[config.mk]
export PLATFORM = sky130hd
export DESIGN_NAME = datapath_top
export DESIGN_NICKNAME = d
export VERILOG_FILES = /design/src/regfile_pkg.sv /design/src/datapath_pkg.sv /design/src/datapath_top.sv /design/src/datapath_sequencer.sv /design/src/alu.sv /design/src/register_file.sv /design/src/hct74670.sv
export VERILOG_INCLUDE_DIRS = /design/src
export SDC_FILE = /design/constraint.sdc
export NUM_CORES = 1
export LEC_CHECK = 0
export BUFFER_PORTS_ARGS = -buffer_cell sky130_fd_sc_hd__buf_2
export CORE_MARGIN = 2
export CORE_UTILIZATION = 35
export CTS_BUF_LIST = sky130_fd_sc_hd__clkbuf_8 sky130_fd_sc_hd__clkbuf_16
export CTS_CLUSTER_DIAMETER = 120
export DETAILED_ROUTE_END_ITERATION = 10
export SLEW_MARGIN = 20
export SYNTH_ARGS = -nofsm -noshare
export SYNTH_HDL_FRONTEND = slang
export SYNTH_SLANG_ARGS = --single-unit
[constraint.sdc]
create_clock -name _wr_en -period 11.2 [get_ports _wr_en]
set_clock_uncertainty 0.1 [all_clocks]
set_input_delay 2.24 -clock _wr_en [delete_from_list [all_inputs] [get_ports _wr_en]]
set_output_delay 2.24 -clock _wr_en [all_outputs]
set_load 0.005 [all_outputs]
[src/regfile_cfg.svh]
// Widths for the 8-bit datapath; RF_DEPTH must equal 2**RF_ADDR_WIDTH and the chip word stays 4 bits.
`ifndef REGFILE_CFG_SVH
`define REGFILE_CFG_SVH

// Width of one register word.
`define RF_DATA_WIDTH 8

// Width of one 74670 chip word. A register word is two of these.
`define RF_NIBBLE_WIDTH 4

// Number of registers, which is also the number of words in one chip.
`define RF_DEPTH 4

// Bits needed to index a register.
`define RF_ADDR_WIDTH 2

`endif
[src/regfile_pkg.sv]
// Register storage types; the data width must be exactly twice the chip word width.
`default_nettype none

`include "regfile_cfg.svh"

package regfile_pkg;

    typedef logic [`RF_ADDR_WIDTH-1:0]   reg_addr_t; // Register index.
    typedef logic [`RF_DATA_WIDTH-1:0]   reg_data_t; // Full register word.
    typedef logic [`RF_NIBBLE_WIDTH-1:0] nibble_t;   // One word of a single chip.

    // The single write port, shared by every chip in the file.
    typedef struct packed {
        logic      we;   // Write on the next rising edge of _wr_en.
        reg_addr_t addr;
        reg_data_t data;
    } rf_write_t;

    // One read port request. A port with en low reads back zero.
    typedef struct packed {
        logic      en;
        reg_addr_t addr;
    } rf_read_t;

endpackage

`default_nettype wire

[src/datapath_pkg.sv]
// Instruction and ALU types; the payload is 10 bits and both of its forms must stay that wide.
`default_nettype none

package datapath_pkg;

    // The eight ALU operations. The encoding fills all three bits.
    typedef enum logic [2:0] {
        ALU_ADD    = 3'd0,
        ALU_SUB    = 3'd1,
        ALU_AND    = 3'd2,
        ALU_OR     = 3'd3,
        ALU_XOR    = 3'd4,
        ALU_PASS_L = 3'd5,
        ALU_SHL    = 3'd6,
        ALU_NOT_L  = 3'd7
    } alu_op_t;

    typedef struct packed {
        logic carry; // Carry out, or the borrow after a subtract.
        logic zero;  // Result is all zeros.
    } alu_flags_t;

    // The same payload bits read as an ALU operation or as an immediate load.
    typedef union packed {
        struct packed {
            alu_op_t                op;
            regfile_pkg::reg_addr_t src_l; // Left operand register.
            regfile_pkg::reg_addr_t src_r; // Right operand register.
            logic [2:0]             spare;
        } alu;
        struct packed {
            regfile_pkg::reg_data_t value; // Constant written to the destination.
            logic [1:0]             spare;
        } imm;
    } instr_payload_u;

    // One instruction word as presented with instr_valid.
    typedef struct packed {
        logic                   kind;    // 0 is an ALU operation, 1 is a load immediate.
        regfile_pkg::reg_addr_t dest;
        instr_payload_u         payload;
    } instr_t;

endpackage

`default_nettype wire

[src/datapath_top.sv]
// Top of the 8-bit datapath; register contents are not cleared by reset and must be loaded first.
`timescale 1ns/1ns
`default_nettype none

module datapath_top (
    input  wire                          _wr_en,
    input  wire                          reset,
    input  wire datapath_pkg::instr_t    instr,
    input  wire                          instr_valid,
    output regfile_pkg::reg_data_t       result,
    output datapath_pkg::alu_flags_t     flags,
    output logic                         result_valid
);

    import regfile_pkg::*;
    import datapath_pkg::*;

    wire rf_write_t  wr;
    wire rf_read_t   rd_l;
    wire rf_read_t   rd_r;
    wire reg_data_t  rd_l_data;
    wire reg_data_t  rd_r_data;
    wire reg_data_t  alu_result;
    wire alu_flags_t alu_flags;
    wire alu_op_t    alu_op;

    datapath_sequencer u_sequencer (
        ._wr_en       (_wr_en),
        .reset        (reset),
        .instr        (instr),
        .instr_valid  (instr_valid),
        .rd_l         (rd_l),
        .rd_r         (rd_r),
        .wr           (wr),
        .alu_result   (alu_result),
        .alu_flags    (alu_flags),
        .alu_op       (alu_op),
        .result       (result),
        .flags        (flags),
        .result_valid (result_valid)
    );

    register_file u_register_file (
        ._wr_en    (_wr_en),
        .wr        (wr),
        .rd_l      (rd_l),
        .rd_r      (rd_r),
        .rd_l_data (rd_l_data),
        .rd_r_data (rd_r_data)
    );

    alu u_alu (
        .op        (alu_op),
        .operand_l (rd_l_data),
        .operand_r (rd_r_data),
        .result    (alu_result),
        .flags     (alu_flags)
    );

endmodule

`default_nettype wire

[src/datapath_sequencer.sv]
// Single-cycle decoder; accepts an instruction on every strobe and cannot stall, results lag one edge.
`timescale 1ns/1ns
`default_nettype none

module datapath_sequencer (
    input  wire                          _wr_en,
    input  wire                          reset,
    input  wire datapath_pkg::instr_t    instr,
    input  wire                          instr_valid,
    output regfile_pkg::rf_read_t        rd_l,
    output regfile_pkg::rf_read_t        rd_r,
    output regfile_pkg::rf_write_t       wr,
    input  wire regfile_pkg::reg_data_t  alu_result,
    input  wire datapath_pkg::alu_flags_t alu_flags,
    output datapath_pkg::alu_op_t        alu_op,
    output regfile_pkg::reg_data_t       result,
    output datapath_pkg::alu_flags_t     flags,
    output logic                         result_valid
);

    import regfile_pkg::*;
    import datapath_pkg::*;

    reg_data_t  wb_data;
    alu_flags_t wb_flags;

    // Operands are read straight from the ALU form, even for a load.
    always_comb begin
        rd_l.en   = instr_valid;
        rd_l.addr = instr.payload.alu.src_l;
        rd_r.en   = instr_valid;
        rd_r.addr = instr.payload.alu.src_r;
    end

    assign alu_op = instr.payload.alu.op;

    always_comb begin
        if (instr.kind) begin
            wb_data        = instr.payload.imm.value; // Load immediate.
            wb_flags.carry = 1'b0;
            wb_flags.zero  = (instr.payload.imm.value == '0);
        end else begin
            wb_data  = alu_result;
            wb_flags = alu_flags;
        end
    end

    // The write lands on the same edge that samples the instruction.
    always_comb begin
        wr.we   = instr_valid;
        wr.addr = instr.dest;
        wr.data = wb_data;
    end

    always_ff @(posedge _wr_en) begin
        if (reset) begin
            result       <= '0;
            flags        <= '0;
            result_valid <= 1'b0;
        end else begin
            result_valid <= instr_valid;
            if (instr_valid) begin
                result <= wb_data;  // Held through idle cycles.
                flags  <= wb_flags;
            end
        end
    end

endmodule

`default_nettype wire

[src/alu.sv]
// Purely combinational 8-bit ALU; carry is only meaningful for add, subtract and shift left.
`timescale 1ns/1ns
`default_nettype none

`include "regfile_cfg.svh"

module alu (
    input  wire datapath_pkg::alu_op_t  op,
    input  wire regfile_pkg::reg_data_t operand_l,
    input  wire regfile_pkg::reg_data_t operand_r,
    output regfile_pkg::reg_data_t      result,
    output datapath_pkg::alu_flags_t    flags
);

    import regfile_pkg::*;
    import datapath_pkg::*;

    // One bit wider than a register so the top bit carries the carry, borrow or shifted-out bit.
    logic [`RF_DATA_WIDTH:0] wide;
    reg_data_t               res;

    always_comb begin
        case (op)
            ALU_ADD: begin
                wide = {1'b0, operand_l} + {1'b0, operand_r};
            end
            ALU_SUB: begin
                // Wraps below zero, which leaves the borrow in the top bit.
                wide = {1'b0, operand_l} - {1'b0, operand_r};
            end
            ALU_AND: begin
                wide = {1'b0, operand_l & operand_r};
            end
            ALU_OR: begin
                wide = {1'b0, operand_l | operand_r};
            end
            ALU_XOR: begin
                wide = {1'b0, operand_l ^ operand_r};
            end
            ALU_PASS_L: begin
                wide = {1'b0, operand_l};
            end
            ALU_SHL: begin
                wide = {operand_l, 1'b0}; // Old bit 7 lands in the carry position.
            end
            ALU_NOT_L: begin
                wide = {1'b0, ~operand_l};
            end
            default: begin
                wide = '0;
            end
        endcase
    end

    assign res         = wide[`RF_DATA_WIDTH-1:0];
    assign result      = res;
    assign flags.carry = wide[`RF_DATA_WIDTH]; // Zero for the logic operations.
    assign flags.zero  = (res == '0);

endmodule

`default_nettype wire

[src/register_file.sv]
// 4x8 register file with two read ports; each port has its own pair of chips holding a full copy.
`timescale 1ns/1ns
`default_nettype none

module register_file (
    input  wire                         _wr_en,
    input  wire regfile_pkg::rf_write_t wr,
    input  wire regfile_pkg::rf_read_t  rd_l,
    input  wire regfile_pkg::rf_read_t  rd_r,
    output regfile_pkg::reg_data_t      rd_l_data,
    output regfile_pkg::reg_data_t      rd_r_data
);

    import regfile_pkg::*;

    wire nibble_t wr_lo;
    wire nibble_t wr_hi;
    wire nibble_t rd_l_lo;
    wire nibble_t rd_l_hi;
    wire nibble_t rd_r_lo;
    wire nibble_t rd_r_hi;

    assign {wr_hi, wr_lo} = wr.data;  // Split the word across the two chips of a bank.
    assign rd_l_data = {rd_l_hi, rd_l_lo};
    assign rd_r_data = {rd_r_hi, rd_r_lo};

    // Every chip sees the same write, so the left and right banks never differ.
    hct74670 left_bank_lo (
        ._wr_en  (_wr_en),
        .we      (wr.we),
        .wr_addr (wr.addr),
        .wr_data (wr_lo),
        .rd_en   (rd_l.en),
        .rd_addr (rd_l.addr),
        .rd_data (rd_l_lo)
    );

    hct74670 left_bank_hi (
        ._wr_en  (_wr_en),
        .we      (wr.we),
        .wr_addr (wr.addr),
        .wr_data (wr_hi),
        .rd_en   (rd_l.en),
        .rd_addr (rd_l.addr),
        .rd_data (rd_l_hi)
    );

    hct74670 right_bank_lo (
        ._wr_en  (_wr_en),
        .we      (wr.we),
        .wr_addr (wr.addr),
        .wr_data (wr_lo),
        .rd_en   (rd_r.en),
        .rd_addr (rd_r.addr),
        .rd_data (rd_r_lo)
    );

    hct74670 right_bank_hi (
        ._wr_en  (_wr_en),
        .we      (wr.we),
        .wr_addr (wr.addr),
        .wr_data (wr_hi),
        .rd_en   (rd_r.en),
        .rd_addr (rd_r.addr),
        .rd_data (rd_r_hi)
    );

endmodule

`default_nettype wire

[src/hct74670.sv]
// Model of a 4x4 register-file chip; contents are undefined until written and a disabled read returns zero.
`timescale 1ns/1ns
`default_nettype none

`include "regfile_cfg.svh"

module hct74670 (
    input  wire                    _wr_en,
    input  wire                    we,
    input  wire regfile_pkg::reg_addr_t wr_addr,
    input  wire regfile_pkg::nibble_t   wr_data,
    input  wire                    rd_en,
    input  wire regfile_pkg::reg_addr_t rd_addr,
    output regfile_pkg::nibble_t   rd_data
);

    import regfile_pkg::*;

    // The real part has no reset pin, so neither does the storage here.
    nibble_t registers [`RF_DEPTH];

    always_ff @(posedge _wr_en) begin
        if (we) begin
            registers[wr_addr] <= wr_data;
        end
    end

    // The read path is a plain mux, so a write shows on the output right after the edge.
    // On the chip a disabled output floats. This model drives zero instead.
    assign rd_data = rd_en ? registers[rd_addr] : '0;

endmodule

`default_nettype wire

# Word level (Yosys, flattened, before mapping)
# Memory sizes are Yosys's and may differ from the RTL's.
# Index checks and enable logic that the tools add are counted.
# Widths: inputs -> output; s select.
dict set report op_classes {
  n_addsub 2
  n_eq_ne 7
  muxes 9
  bitwise 4
  n_reduce_logical 3
}
# op n
set op_table {}
lappend op_table {{$pmux 9 s8} 1}
lappend op_table {{$logic_not 8->1} 2}
lappend op_table {{$mux 4} 4}
lappend op_table {{$eq 3x3->1 const B} 4}
lappend op_table {{$add 8x8->9} 1}
lappend op_table {{$sub 8x8->9} 1}
lappend op_table {{$and 8x8->8} 1}
lappend op_table {{$mux 8} 1}
lappend op_table {{$not 8->8} 1}
lappend op_table {{$or 8x8->8} 1}
lappend op_table {{$xor 8x8->8} 1}
lappend op_table {{$eq 3x2->1 const B} 2}
lappend op_table {{$eq 3x1->1 const B} 1}
lappend op_table {{$logic_not 3->1} 1}
lappend op_table {{$mux 1} 2}
lappend op_table {{$mux 2} 1}
dict set report word_totals {
  ff_bits 11
  ram_bits 64
  inputBits 16
  output_inout_bits 11
  mem_count 4
}
# name words word_bits read_ports rd_ports_with_merged_regs wr line_no
set mem_list {}
lappend mem_list {u_register_file.left_bank_hi.registers 4 4 1 0 1 hct74670.sv:20} ;# nibble_t registers [`RF_DEPTH];
lappend mem_list {u_register_file.left_bank_lo.registers 4 4 1 0 1 hct74670.sv:20}
lappend mem_list {u_register_file.right_bank_hi.registers 4 4 1 0 1 hct74670.sv:20}
lappend mem_list {u_register_file.right_bank_lo.registers 4 4 1 0 1 hct74670.sv:20}

# Depth between registers and ports, before layout
# Gate-level depths: netlist of the first run.
# An unclocked memory read counts as a cell.
dict set report depth {
  ltp_word 6
  mapped_depth 16
}

# Hierarchy
# A second synthesis of the first run with hierarchy kept.
dict set report unflattened {
  hier_cells 389
  area_unflattened_um2 4504.3
}
# mod instances cells_per_inst area_each_um2 seq_area_each_um2
set modules_own_cells {}
lappend modules_own_cells {hct74670 4 36 636.9 480.5}
lappend modules_own_cells {alu 1 185 1317.5 0.0}
lappend modules_own_cells {datapath_sequencer 1 60 639.4 220.2}

# Worst setup path after synthesis of the first run
# OpenSTA, ideal clock, no wires.
dict set report synth_path {
  kind {in2reg}
  startpoint {in instr[3] (netlist name)}
  endpoint {mem u_register_file.left_bank_hi.registers[0][3] (netlist name) (data pin)}
  setup_ps 266
  arrival_time_ps 5123
  setup_slack_ps 5711
  stages 13
  path_buffers 1
  cell_sequence {buf_2 -> mux4_2 -> nand2_1 -> ha_1 -> nand2_1 -> a21boi_0 -> ha_1 -> nor2b_1 -> o31a_1 -> o32ai_1 -> xnor2_1 -> a21o_1 -> mux2_4}
}
dict set report synth_via {
  elab_chain_len 5
  elab_cells_between_ends 11
}
# item line_no
set synth_lines {}
lappend synth_lines {{start: declaration} datapath_top.sv:8} ;# input wire datapath_pkg::instr_t instr,
lappend synth_lines {{$mem_v2 4x4} -}
lappend synth_lines {{$mux 4} hct74670.sv:30} ;# assign rd_data = rd_en ? registers[rd_addr] : '0;
lappend synth_lines {{$sub 8x8->9, or another cell as far along} alu.sv:29} ;# wide = {1'b0, operand_l} - {1'b0, operand_r};
lappend synth_lines {{$pmux 9 s8 (*)} alu.sv:23} ;# case (op)
lappend synth_lines {{$mux 8 (*)} datapath_sequencer.sv:38} ;# if (instr.kind) begin
lappend synth_lines {{via u_register_file.left_bank_hi.wr_data[3]} hct74670.sv:11} ;# input wire regfile_pkg::nibble_t wr_data,
lappend synth_lines {{end: declaration} hct74670.sv:20}
# Mark *: on every way through the listed nets, which the timed path passes. The rest lies on a longest branch.

# Final worst setup path of the first run
dict set report layout_path {
  startpoint {in instr[3] (netlist name)}
  endpoint {mem u_register_file.right_bank_hi.registers[1][0] (netlist name) (data pin)}
}
dict set report layout_via {
  elab_chain_len 5
  elab_cells_between_ends 11
}
# item line_no
set layout_lines {}
lappend layout_lines {{$mem_v2 4x4} -}
lappend layout_lines {{$mux 4} hct74670.sv:30}
lappend layout_lines {{$sub 8x8->9, or another cell as far along} alu.sv:29}
lappend layout_lines {{$pmux 9 s8 (*)} alu.sv:23}
lappend layout_lines {{$mux 8 (*)} datapath_sequencer.sv:38}
lappend layout_lines {{via u_register_file.left_bank_hi.wr_data[0]} hct74670.sv:11}
lappend layout_lines {{end: declaration} hct74670.sv:20}
# Marks and branches as above.

==> results of run 1 <==
cells in the final DEF (no fill, tap or decap), drive strengths merged, types with 10 or more instances in the layout:
cell	Yosys	layout
o21a	11	11
nand2	33	33
ha	25	25
mux4	16	16
dfxtp	11	11
inv	24	25
o21ai	18	18
xnor2	10	10
nor2	28	28
buf	6	25
edfxtp	32	32
final cells by class:
class	instances	area (um^2)
fillers	923	5630
multi-input cells	237	1890
flip-flops and latches	43	1180
well taps	111	139
repair buffers	25	128
inverters	24	90.1
clock buffers	6	82.6
clock inverters	2	7.51
synthesized netlist by cell type, drive strengths merged (3+ instances only):
cell and number:
a21o 4, nand2 33, edfxtp 32, o22ai 3
and2 6, nor2 28, mux4 16, nor3 8
clkbuf 14, a22oi 4, buf 6, nor2b 6
xnor2 10, dfxtp 11, nand3 5, mux2 4
mux2i 4, o21ai 18, ha 25, a211oi 5
o21a 11, a21oi 5, nand4 4, inv 24
a31oi 4
flip-flops by register name, summed over array words and instances (netlist names):
signal / cells
u_register_file.left_bank_hi.registers: 4
u_sequencer.result: 8
u_sequencer.flags: 2
u_register_file.right_bank_hi.registers: 12
u_sequencer.result_valid: 1
u_register_file.left_bank_lo.registers: 16
power by group:
| part | leakage, nW | switching (mW) | total (mW) | internal, mW |
|---|---|---|---|---|
| registers | 0.386 | 0.00312 | 0.185 | 0.182 |
| clock network | 0.0500 | 0.0481 | 0.0965 | 0.0485 |
| logic | 1.03 | 0.0701 | 0.124 | 0.0540 |
worst min-delay path by stage:
stage / cells past startpoint / end / startpoint / slack [ps]
detailed placement: 2 / u_sequencer.result[3]$_SDFFE_PP0P_ / u_sequencer.result[3]$_SDFFE_PP0P_ / 370
global route: 2 / u_sequencer.result[3]$_SDFFE_PP0P_ / u_sequencer.result[3]$_SDFFE_PP0P_ / 400
global placement: 2 / u_sequencer.result[3]$_SDFFE_PP0P_ / u_sequencer.result[3]$_SDFFE_PP0P_ / 370
CTS: 2 / u_sequencer.result[2]$_SDFFE_PP0P_ / u_sequencer.result[2]$_SDFFE_PP0P_ / 380
floorplan: 2 / u_sequencer.result[3]$_SDFFE_PP0P_ / u_sequencer.result[3]$_SDFFE_PP0P_ / 370
finish: 2 / u_sequencer.result[3]$_SDFFE_PP0P_ / u_sequencer.result[3]$_SDFFE_PP0P_ / 380
logic make-up after synthesis:
logic type / count (synthesis) / synth area share
fa+ha+maj: 26 / 0.102
compound gates: 73 / 0.156
xor+xnor: 11 / 0.0296
mux: 24 / 0.143
simple gates: 103 / 0.149
flops: 43 / 0.363
buf+inv: 44 / 0.0584
routing by layer:
layer / track usage / up-vias / wire length (um)
met2: 0.257 / 39 / 3410
li1: - / 1219 / -
met5: 0 / - / 0
met1: 0.202 / 1165 / 3380
met4: 0.0432 / 0 / 114
met3: 0.0153 / 9 / 240
through the flow:
stage                     hold WS, ps  total power, mW
after CTS                         385            0.411
after global placement            365            0.310
after floorplan                   372            0.285
after detailed placement          371            0.313
after global routing              404            0.432
final                             381            0.406
worst min-delay path: cells and delay by family (launching register included):
| kind | cells | cell delay, ps |
|---|---|---|
| and+or+nand+nor | 2 | 130 |
| DFF | 1 | 310 |
==> qor_table.md, run 1 <==
| Stage | Item | This run |
| --- | --- | --- |
| grt | Overall overflow remaining after global route | 0 |
| synthesis | Number of flip-flops and latches in the synthesized netlist | 43 |
| timing | Final hold viol count | 0 |
| drt | Vias per std cell | 5.43 |
| worst setup path | Worst setup path end | u_register_file.right_bank_hi.registers[1][0]$_DFFE_PP_ |
| worst setup path | Crit path launch type | input port |
| synthesis | Number of enable-type register cells in the synthesized netlist | 32 |
| clock network | TritonCTS clock tree | done |
| placement | Placement-stage cell area | 3430 um^2 |
| worst setup path | Worst setup slack for register-to-register paths | 7410 ps |
| placement | Dpl cells | 440 |
| drt | Number of vias in the routed layout | 2432 |
| grt | Global-route wire length before repair | 12100 um |
| synthesis | Distinct cell type count of the synthesized netlist | 59 |
| clock network | Number of clock sinks | 43 |
| timing | Unrepaired setup endpoints after global routing | no |
| drt | Drt first pass iters | 4 |
| worst setup path | Worst stage delay on the critical path | 560 ps |
| timing | Final worst path period share | 0.509 |
| synthesis | Net count after synthesis | 366 |
| clock network | H-tree level count | 2 |
| grt | Global-route total usage across every layer | 0.150 |
| timing | Number of pins exceeding their max-slew limit in the final report | 0 |
| floorplan | Core region area | 9150 um^2 |
| worst setup path | Critical-path maximum fanout | 10 |
| worst setup path | Delay-heaviest family, CP | compound AO/OA/AOI/OAI gates |
| worst setup path | Cell-by-cell trace of the critical path | buf_2 -> mux4_2 -> nand2_1 -> ha_1 -> nand2_1 -> a21boi_0 -> inv_1 -> fa_1 -> nor2b_1 -> o21ai_0 -> a211oi_1 -> a211oi_1 -> a41o_1 -> o21ai_0 |
| timing | Worst slew pin tran | 736 ps |
| placement | Number of I/O port buffers | 24 |
| floorplan | Die width | 100 um |
| cells and area | Final non-filler cell area | 3520 um^2 |
| worst setup path | Worst endpoint data arrival time | 5620 ps |
| worst setup path | Critical Setup Path Class | in -> reg |
| timing | Worst max-slew margin expressed relative to the limit | 0.507 |
| grt | Vias in the first global route | 2413 |
| synthesis | Fraction of registers with async set/reset | 0 |
| cells and area | Number of diodes added for antenna fixing | 0 |
| cells and area | Number of standard cells in the final layout excluding fillers | 448 |
| worst setup path | Startpoint of the most critical setup path | instr[3] |
| worst setup path | Endpoint of the lowest-slack register-to-register path | u_register_file.right_bank_hi.registers[1][0]$_DFFE_PP_ |
| cells and area | Area added between synthesis and finish | 8.03% |
| worst setup path | Standard cell with the maximum stage delay on the critical path | sky130_fd_sc_hd__mux4_2 |
| pwr | Power density normalized to cell area | 115 nW/um^2 |
| worst setup path | Kind of end point of the critical path | flip-flop |
| floorplan | Total I/O pin count | 27 |
| worst setup path | Total buffers and inverters traversed by the critical path | 2 |
| timing | Maximum clock frequency | 175 MHz |
| clock network | Worst-path clk slew | 70 ps |
| drt | DRC Markers | 0 |
| cells and area | Number of nets in the layout | 378 |
| grt | Pin count of the biggest net entering global routing | 35 |
| pwr | Worst supply voltage drop on vdd | 109 uV |
| worst setup path | Depth of the worst register-to-register path | 13 |
| synthesis | Cell count after synthesis | 324 |
| floorplan | Die Y-Extent | 100 um |
| placement | Post-placement worst setup slack | 5180 ps |
| grt | Antenna violations before repair | 0 |
| drt | Starting DRC count in detailed routing | 138 |
| floorplan | Row Count | 35 |
| status | Result of the run | finished, final reports clean |
| clock network | Maximum clock path buffer count | 2 |
| synthesis | Sequential element share of the synthesized area | 0.363 |
| synthesis | Synthesized area per cell | 10.1 um^2 |
| synthesis | Yosys top cell by area | sky130_fd_sc_hd__edfxtp_1 |
| floorplan | Die Outline Area | 10100 um^2 |
| synthesis | Cell area after technology mapping | 3260 um^2 |
| clock network | Setup fix buffers added after clock tree synthesis | 0 |
| synthesis | Count of warnings emitted by yosys | 0 |
| pwr | Leak | 1.46 nW |
| timing | Setup slack after layout | 5490 ps |
| worst setup path | FF-to-FF Start | u_register_file.left_bank_lo.registers[3][1]$_DFFE_PP_ |
| placement | Detail Placement HPWL | 5510 um |
| drt | WL/cell | 16.0 um |
| placement | Final GP Congestion | 0.861 |
| drt | Remaining antenna violation count after routing | 0 |
| synthesis | Top cells by area, synth | sky130_fd_sc_hd__edfxtp_1 30%, sky130_fd_sc_hd__ha_1 9.6%, sky130_fd_sc_hd__mux4_2 8.3%, sky130_fd_sc_hd__dfxtp_1 6.8%, sky130_fd_sc_hd__nand2_1 3.8% |
| clock network | Clk root buf | sky130_fd_sc_hd__clkbuf_8 |
| drt | Overall routed net length | 7150 um |
| worst setup path | Cell depth of the worst setup path | 14 |
| timing | Post-layout min period | 5710 ps |
| clock network | Clock latency reported for the late side of the worst-skew pair | 290 ps |
| job | Max-cap violations | 0 |
| synthesis | Area share of the leading cell type in the synthesized netlist | 0.295 |
| worst hold path | Worst Hold Class | reg -> reg |
| floorplan | Starting Density | 0.356 |
| clock network | Hold-fix buffers at CTS | 0 |
| cells and area | Post-Route Utilization | 0.384 |
| worst setup path | Crit path required time | 11110 ps |
| clock network | Clock buffers created by TritonCTS | 5 |
| clock network | # resized after CTS | 0 |
| synthesis | Flip-flop cell with the highest count after synthesis | sky130_fd_sc_hd__edfxtp_1 |
| timing | Total Negative Setup Slacks | 0 ps |
| cells and area | Ratio of cells with drive above 1 in the final layout | 0.151 |
| timing | Finish-stage setup viols | 0 |
Power figures use the tool's default switching activity.
==> inputs of run 2 (changes only) <==
Clock period 11.2 ns to 5.3 ns, I/O delays scaled along.
==> run 2 against run 1 <==
Compared with the run above: total power rose by 130%; sequential share of layout area fell by 0.47 points; clock power rose to 3.0 times the previous value; die area did not move; final cell count rose by 0.22%; first-iteration DRC count fell by 33%; flip-flop and latch count did not move; combinational power rose by 110%; worst hold slack improved by 1.2 ps; worst setup slack got worse by 4700 ps; non-clock buffer count rose by 1; clock-buffer cell count fell by 1; highest routed layer unchanged.
==> qor_table.md, run 2 (same netlist as run 1, synthesis figures left out) <==
| Stage | Item | This run |
| --- | --- | --- |
| status | Result of the run | finished, final reports clean |
| grt | Overall overflow remaining after global route | 0 |
| floorplan | Die Y-Extent | 100 um |
| clock network | Clk root buf | sky130_fd_sc_hd__clkbuf_8 |
| pwr | Switching power of the nets | 0.260 mW |
| cells and area | Largest regs | u_register_file.left_bank_lo.registers: 16 flops, u_register_file.right_bank_hi.registers: 12 flops, u_sequencer.result: 8 flops |
| grt | Antenna violations before repair | 0 |
| timing | Total Negative Setup Slacks | 0 ps |
| floorplan | Total I/O pin count | 27 |
| cells and area | Area added between synthesis and finish | 9.57% |
| job | Max-cap violations | 0 |
| cells and area | Highest-count cells in the layout ignoring fill and taps | 33 x sky130_fd_sc_hd__nand2_1, 32 x sky130_fd_sc_hd__edfxtp_1, 28 x sky130_fd_sc_hd__nor2_1 |
| drt | Remaining antenna violation count after routing | 0 |
| worst setup path | Crit path required time | 5200 ps |
| pwr | Leak | 1.49 nW |
| drt | Starting DRC count in detailed routing | 93 |
| timing | Final hold viol count | 0 |
| grt | Global-route total usage across every layer | 0.154 |
| pwr | Part of the total power dissipated in sequential elements | 0.414 |
| timing | Number of pins exceeding their max-slew limit in the final report | 0 |
| drt | Overall routed net length | 7210 um |
| timing | Post-layout min period | 4540 ps |
| drt | Vias per std cell | 5.40 |
| cells and area | Max FFs per register | 16 |
| worst setup path | Critical Setup Path Class | in -> reg |
| clock network | Maximum clock path buffer count | 2 |
| timing | Unrepaired setup endpoints after global routing | no |
| worst setup path | Worst endpoint data arrival time | 4440 ps |
| timing | Worst max-slew margin expressed relative to the limit | 0.508 |
| pwr | Clock share of power | 0.308 |
| cells and area | Largest Register | u_register_file.left_bank_lo.registers |
| grt | Global-route wire length before repair | 12400 um |
| drt | Drt first pass iters | 4 |
| pwr | Internal Power | 0.686 mW |
| placement | Detail Placement HPWL | 5630 um |
| grt | Vias in the first global route | 2510 |
| clock network | H-tree level count | 2 |
| cells and area | Ratio of cells with drive above 1 in the final layout | 0.157 |
| floorplan | Core region area | 9150 um^2 |
| clock network | Number of clock sinks | 43 |
| timing | Final worst path period share | 0.857 |
| pwr | Power density normalized to cell area | 265 nW/um^2 |
| floorplan | Die Outline Area | 10100 um^2 |
| pwr | Share of power burned in combinational logic | 0.278 |
| timing | Worst slew pin tran | 734 ps |
| clock network | Worst-path clk slew | 70 ps |
| pwr | Total power after layout | 0.947 mW |
| worst hold path | Worst Hold Class | reg -> reg |
| timing | Setup slack after layout | 759 ps |
| placement | Placement-stage cell area | 3430 um^2 |
| grt | Pin count of the biggest net entering global routing | 30 |
| pwr | Worst supply voltage drop on vdd | 225 uV |
| timing | Maximum clock frequency | 220 MHz |
| pwr | Net switching share of the total power | 0.275 |
| placement | Final GP Congestion | 0.867 |
| clock network | Clock latency reported for the late side of the worst-skew pair | 290 ps |
| cells and area | Final non-filler cell area | 3570 um^2 |
| timing | Finish-stage setup viols | 0 |
| worst setup path | Critical-path maximum fanout | 10 |
| drt | DRC Markers | 0 |
| drt | Number of vias in the routed layout | 2423 |
| worst setup path | Crit path launch type | input port |
| worst setup path | Kind of end point of the critical path | flip-flop |
| floorplan | Die width | 100 um |
| cells and area | Number of nets in the layout | 379 |
| drt | WL/cell | 16.1 um |
| clock network | Hold-fix buffers at CTS | 0 |
| clock network | # resized after CTS | 0 |
| placement | Number of I/O port buffers | 24 |
| cells and area | Most common library cell in the layout ignoring fill and taps | sky130_fd_sc_hd__nand2_1 |
| cells and area | Number of diodes added for antenna fixing | 0 |
| placement | Post-placement worst setup slack | 449 ps |
| clock network | Setup fix buffers added after clock tree synthesis | 0 |
| floorplan | Starting Density | 0.356 |
| clock network | Clock buffers created by TritonCTS | 5 |
| clock network | TritonCTS clock tree | done |
| floorplan | Row Count | 35 |
## run 2: cell count changes in the layout (fill, tap and decap cells not counted), sizes merged
cell    before  now
clkbuf       6    5
bufinv       0    2
buf         25   26
clkinv       1    0
## run 2: worst paths after layout
path / start / endpoint / slack [ps] / cells past startpoint
max: instr[3] / u_register_file.left_bank_hi.registers[0][0]$_DFFE_PP_ / 760 / 14
min: u_sequencer.result[2]$_SDFFE_PP0P_ / u_sequencer.result[2]$_SDFFE_PP0P_ / 380 / 2
max reg2reg: u_register_file.left_bank_lo.registers[3][1]$_DFFE_PP_ / u_register_file.left_bank_hi.registers[0][0]$_DFFE_PP_ / 1490 / 13
min reg2reg: u_sequencer.result[2]$_SDFFE_PP0P_ / u_sequencer.result[2]$_SDFFE_PP0P_ / 380 / 2
## run 2: power groups by stage
| stage | registers (mW) | clock network, mW | logic [mW] |
|---|---|---|---|
| CTS | 0.392 | 0.298 | 0.264 |
| global route | 0.394 | 0.310 | 0.298 |
| finish | 0.392 | 0.292 | 0.263 |
| floorplan | 0.399 | 0 | 0.204 |
| detailed placement | 0.400 | 0 | 0.262 |
| global placement | 0.399 | 0 | 0.256 |
## run 2: critical path, stage by stage
cell and delay, ps:
sky130_fd_sc_hd__buf_2 280, sky130_fd_sc_hd__mux4_2 540, sky130_fd_sc_hd__nand2_1 130, sky130_fd_sc_hd__ha_1 240, sky130_fd_sc_hd__nand2_1 50, sky130_fd_sc_hd__a21boi_0 260, sky130_fd_sc_hd__inv_1 100, sky130_fd_sc_hd__fa_1 440
sky130_fd_sc_hd__nor2b_1 160, sky130_fd_sc_hd__o21ai_0 90, sky130_fd_sc_hd__a211oi_1 230, sky130_fd_sc_hd__a211oi_1 100, sky130_fd_sc_hd__a41o_1 250, sky130_fd_sc_hd__o21ai_0 490
## run 2: per-stage QoR
stage,util,std cells,hold WS [ps]
5_1_grt,0.390,449,415
3_5_place_dp,0.375,441,372
3_3_place_gp,0.375,441,365
4_1_cts,0.389,449,384
2_1_floorplan,-,324,372
6_report,0.390,449,382
## run 2: cell type report
| cell class | instances | area (um^2) |
|---|---|---|
| repair buffers | 26 | 135 |
| inverters | 24 | 90.1 |
| fillers | 919 | 5580 |
| well taps | 111 | 139 |
| flip-flops and latches | 43 | 1180 |
| clock buffers | 5 | 68.8 |
| multi-input cells | 237 | 1890 |
| clock inverters | 3 | 63.8 |
## run 2: layer usage
metal	part of all wire	vias up	GRT usage	routed length [um]
li1	-	1221	-	-
met1	0.47	1156	0.199	3420
met4	0.0098	0	0.0432	71
met3	0.021	7	0.0132	153
met2	0.49	39	0.274	3560
met5	0	-	0	0
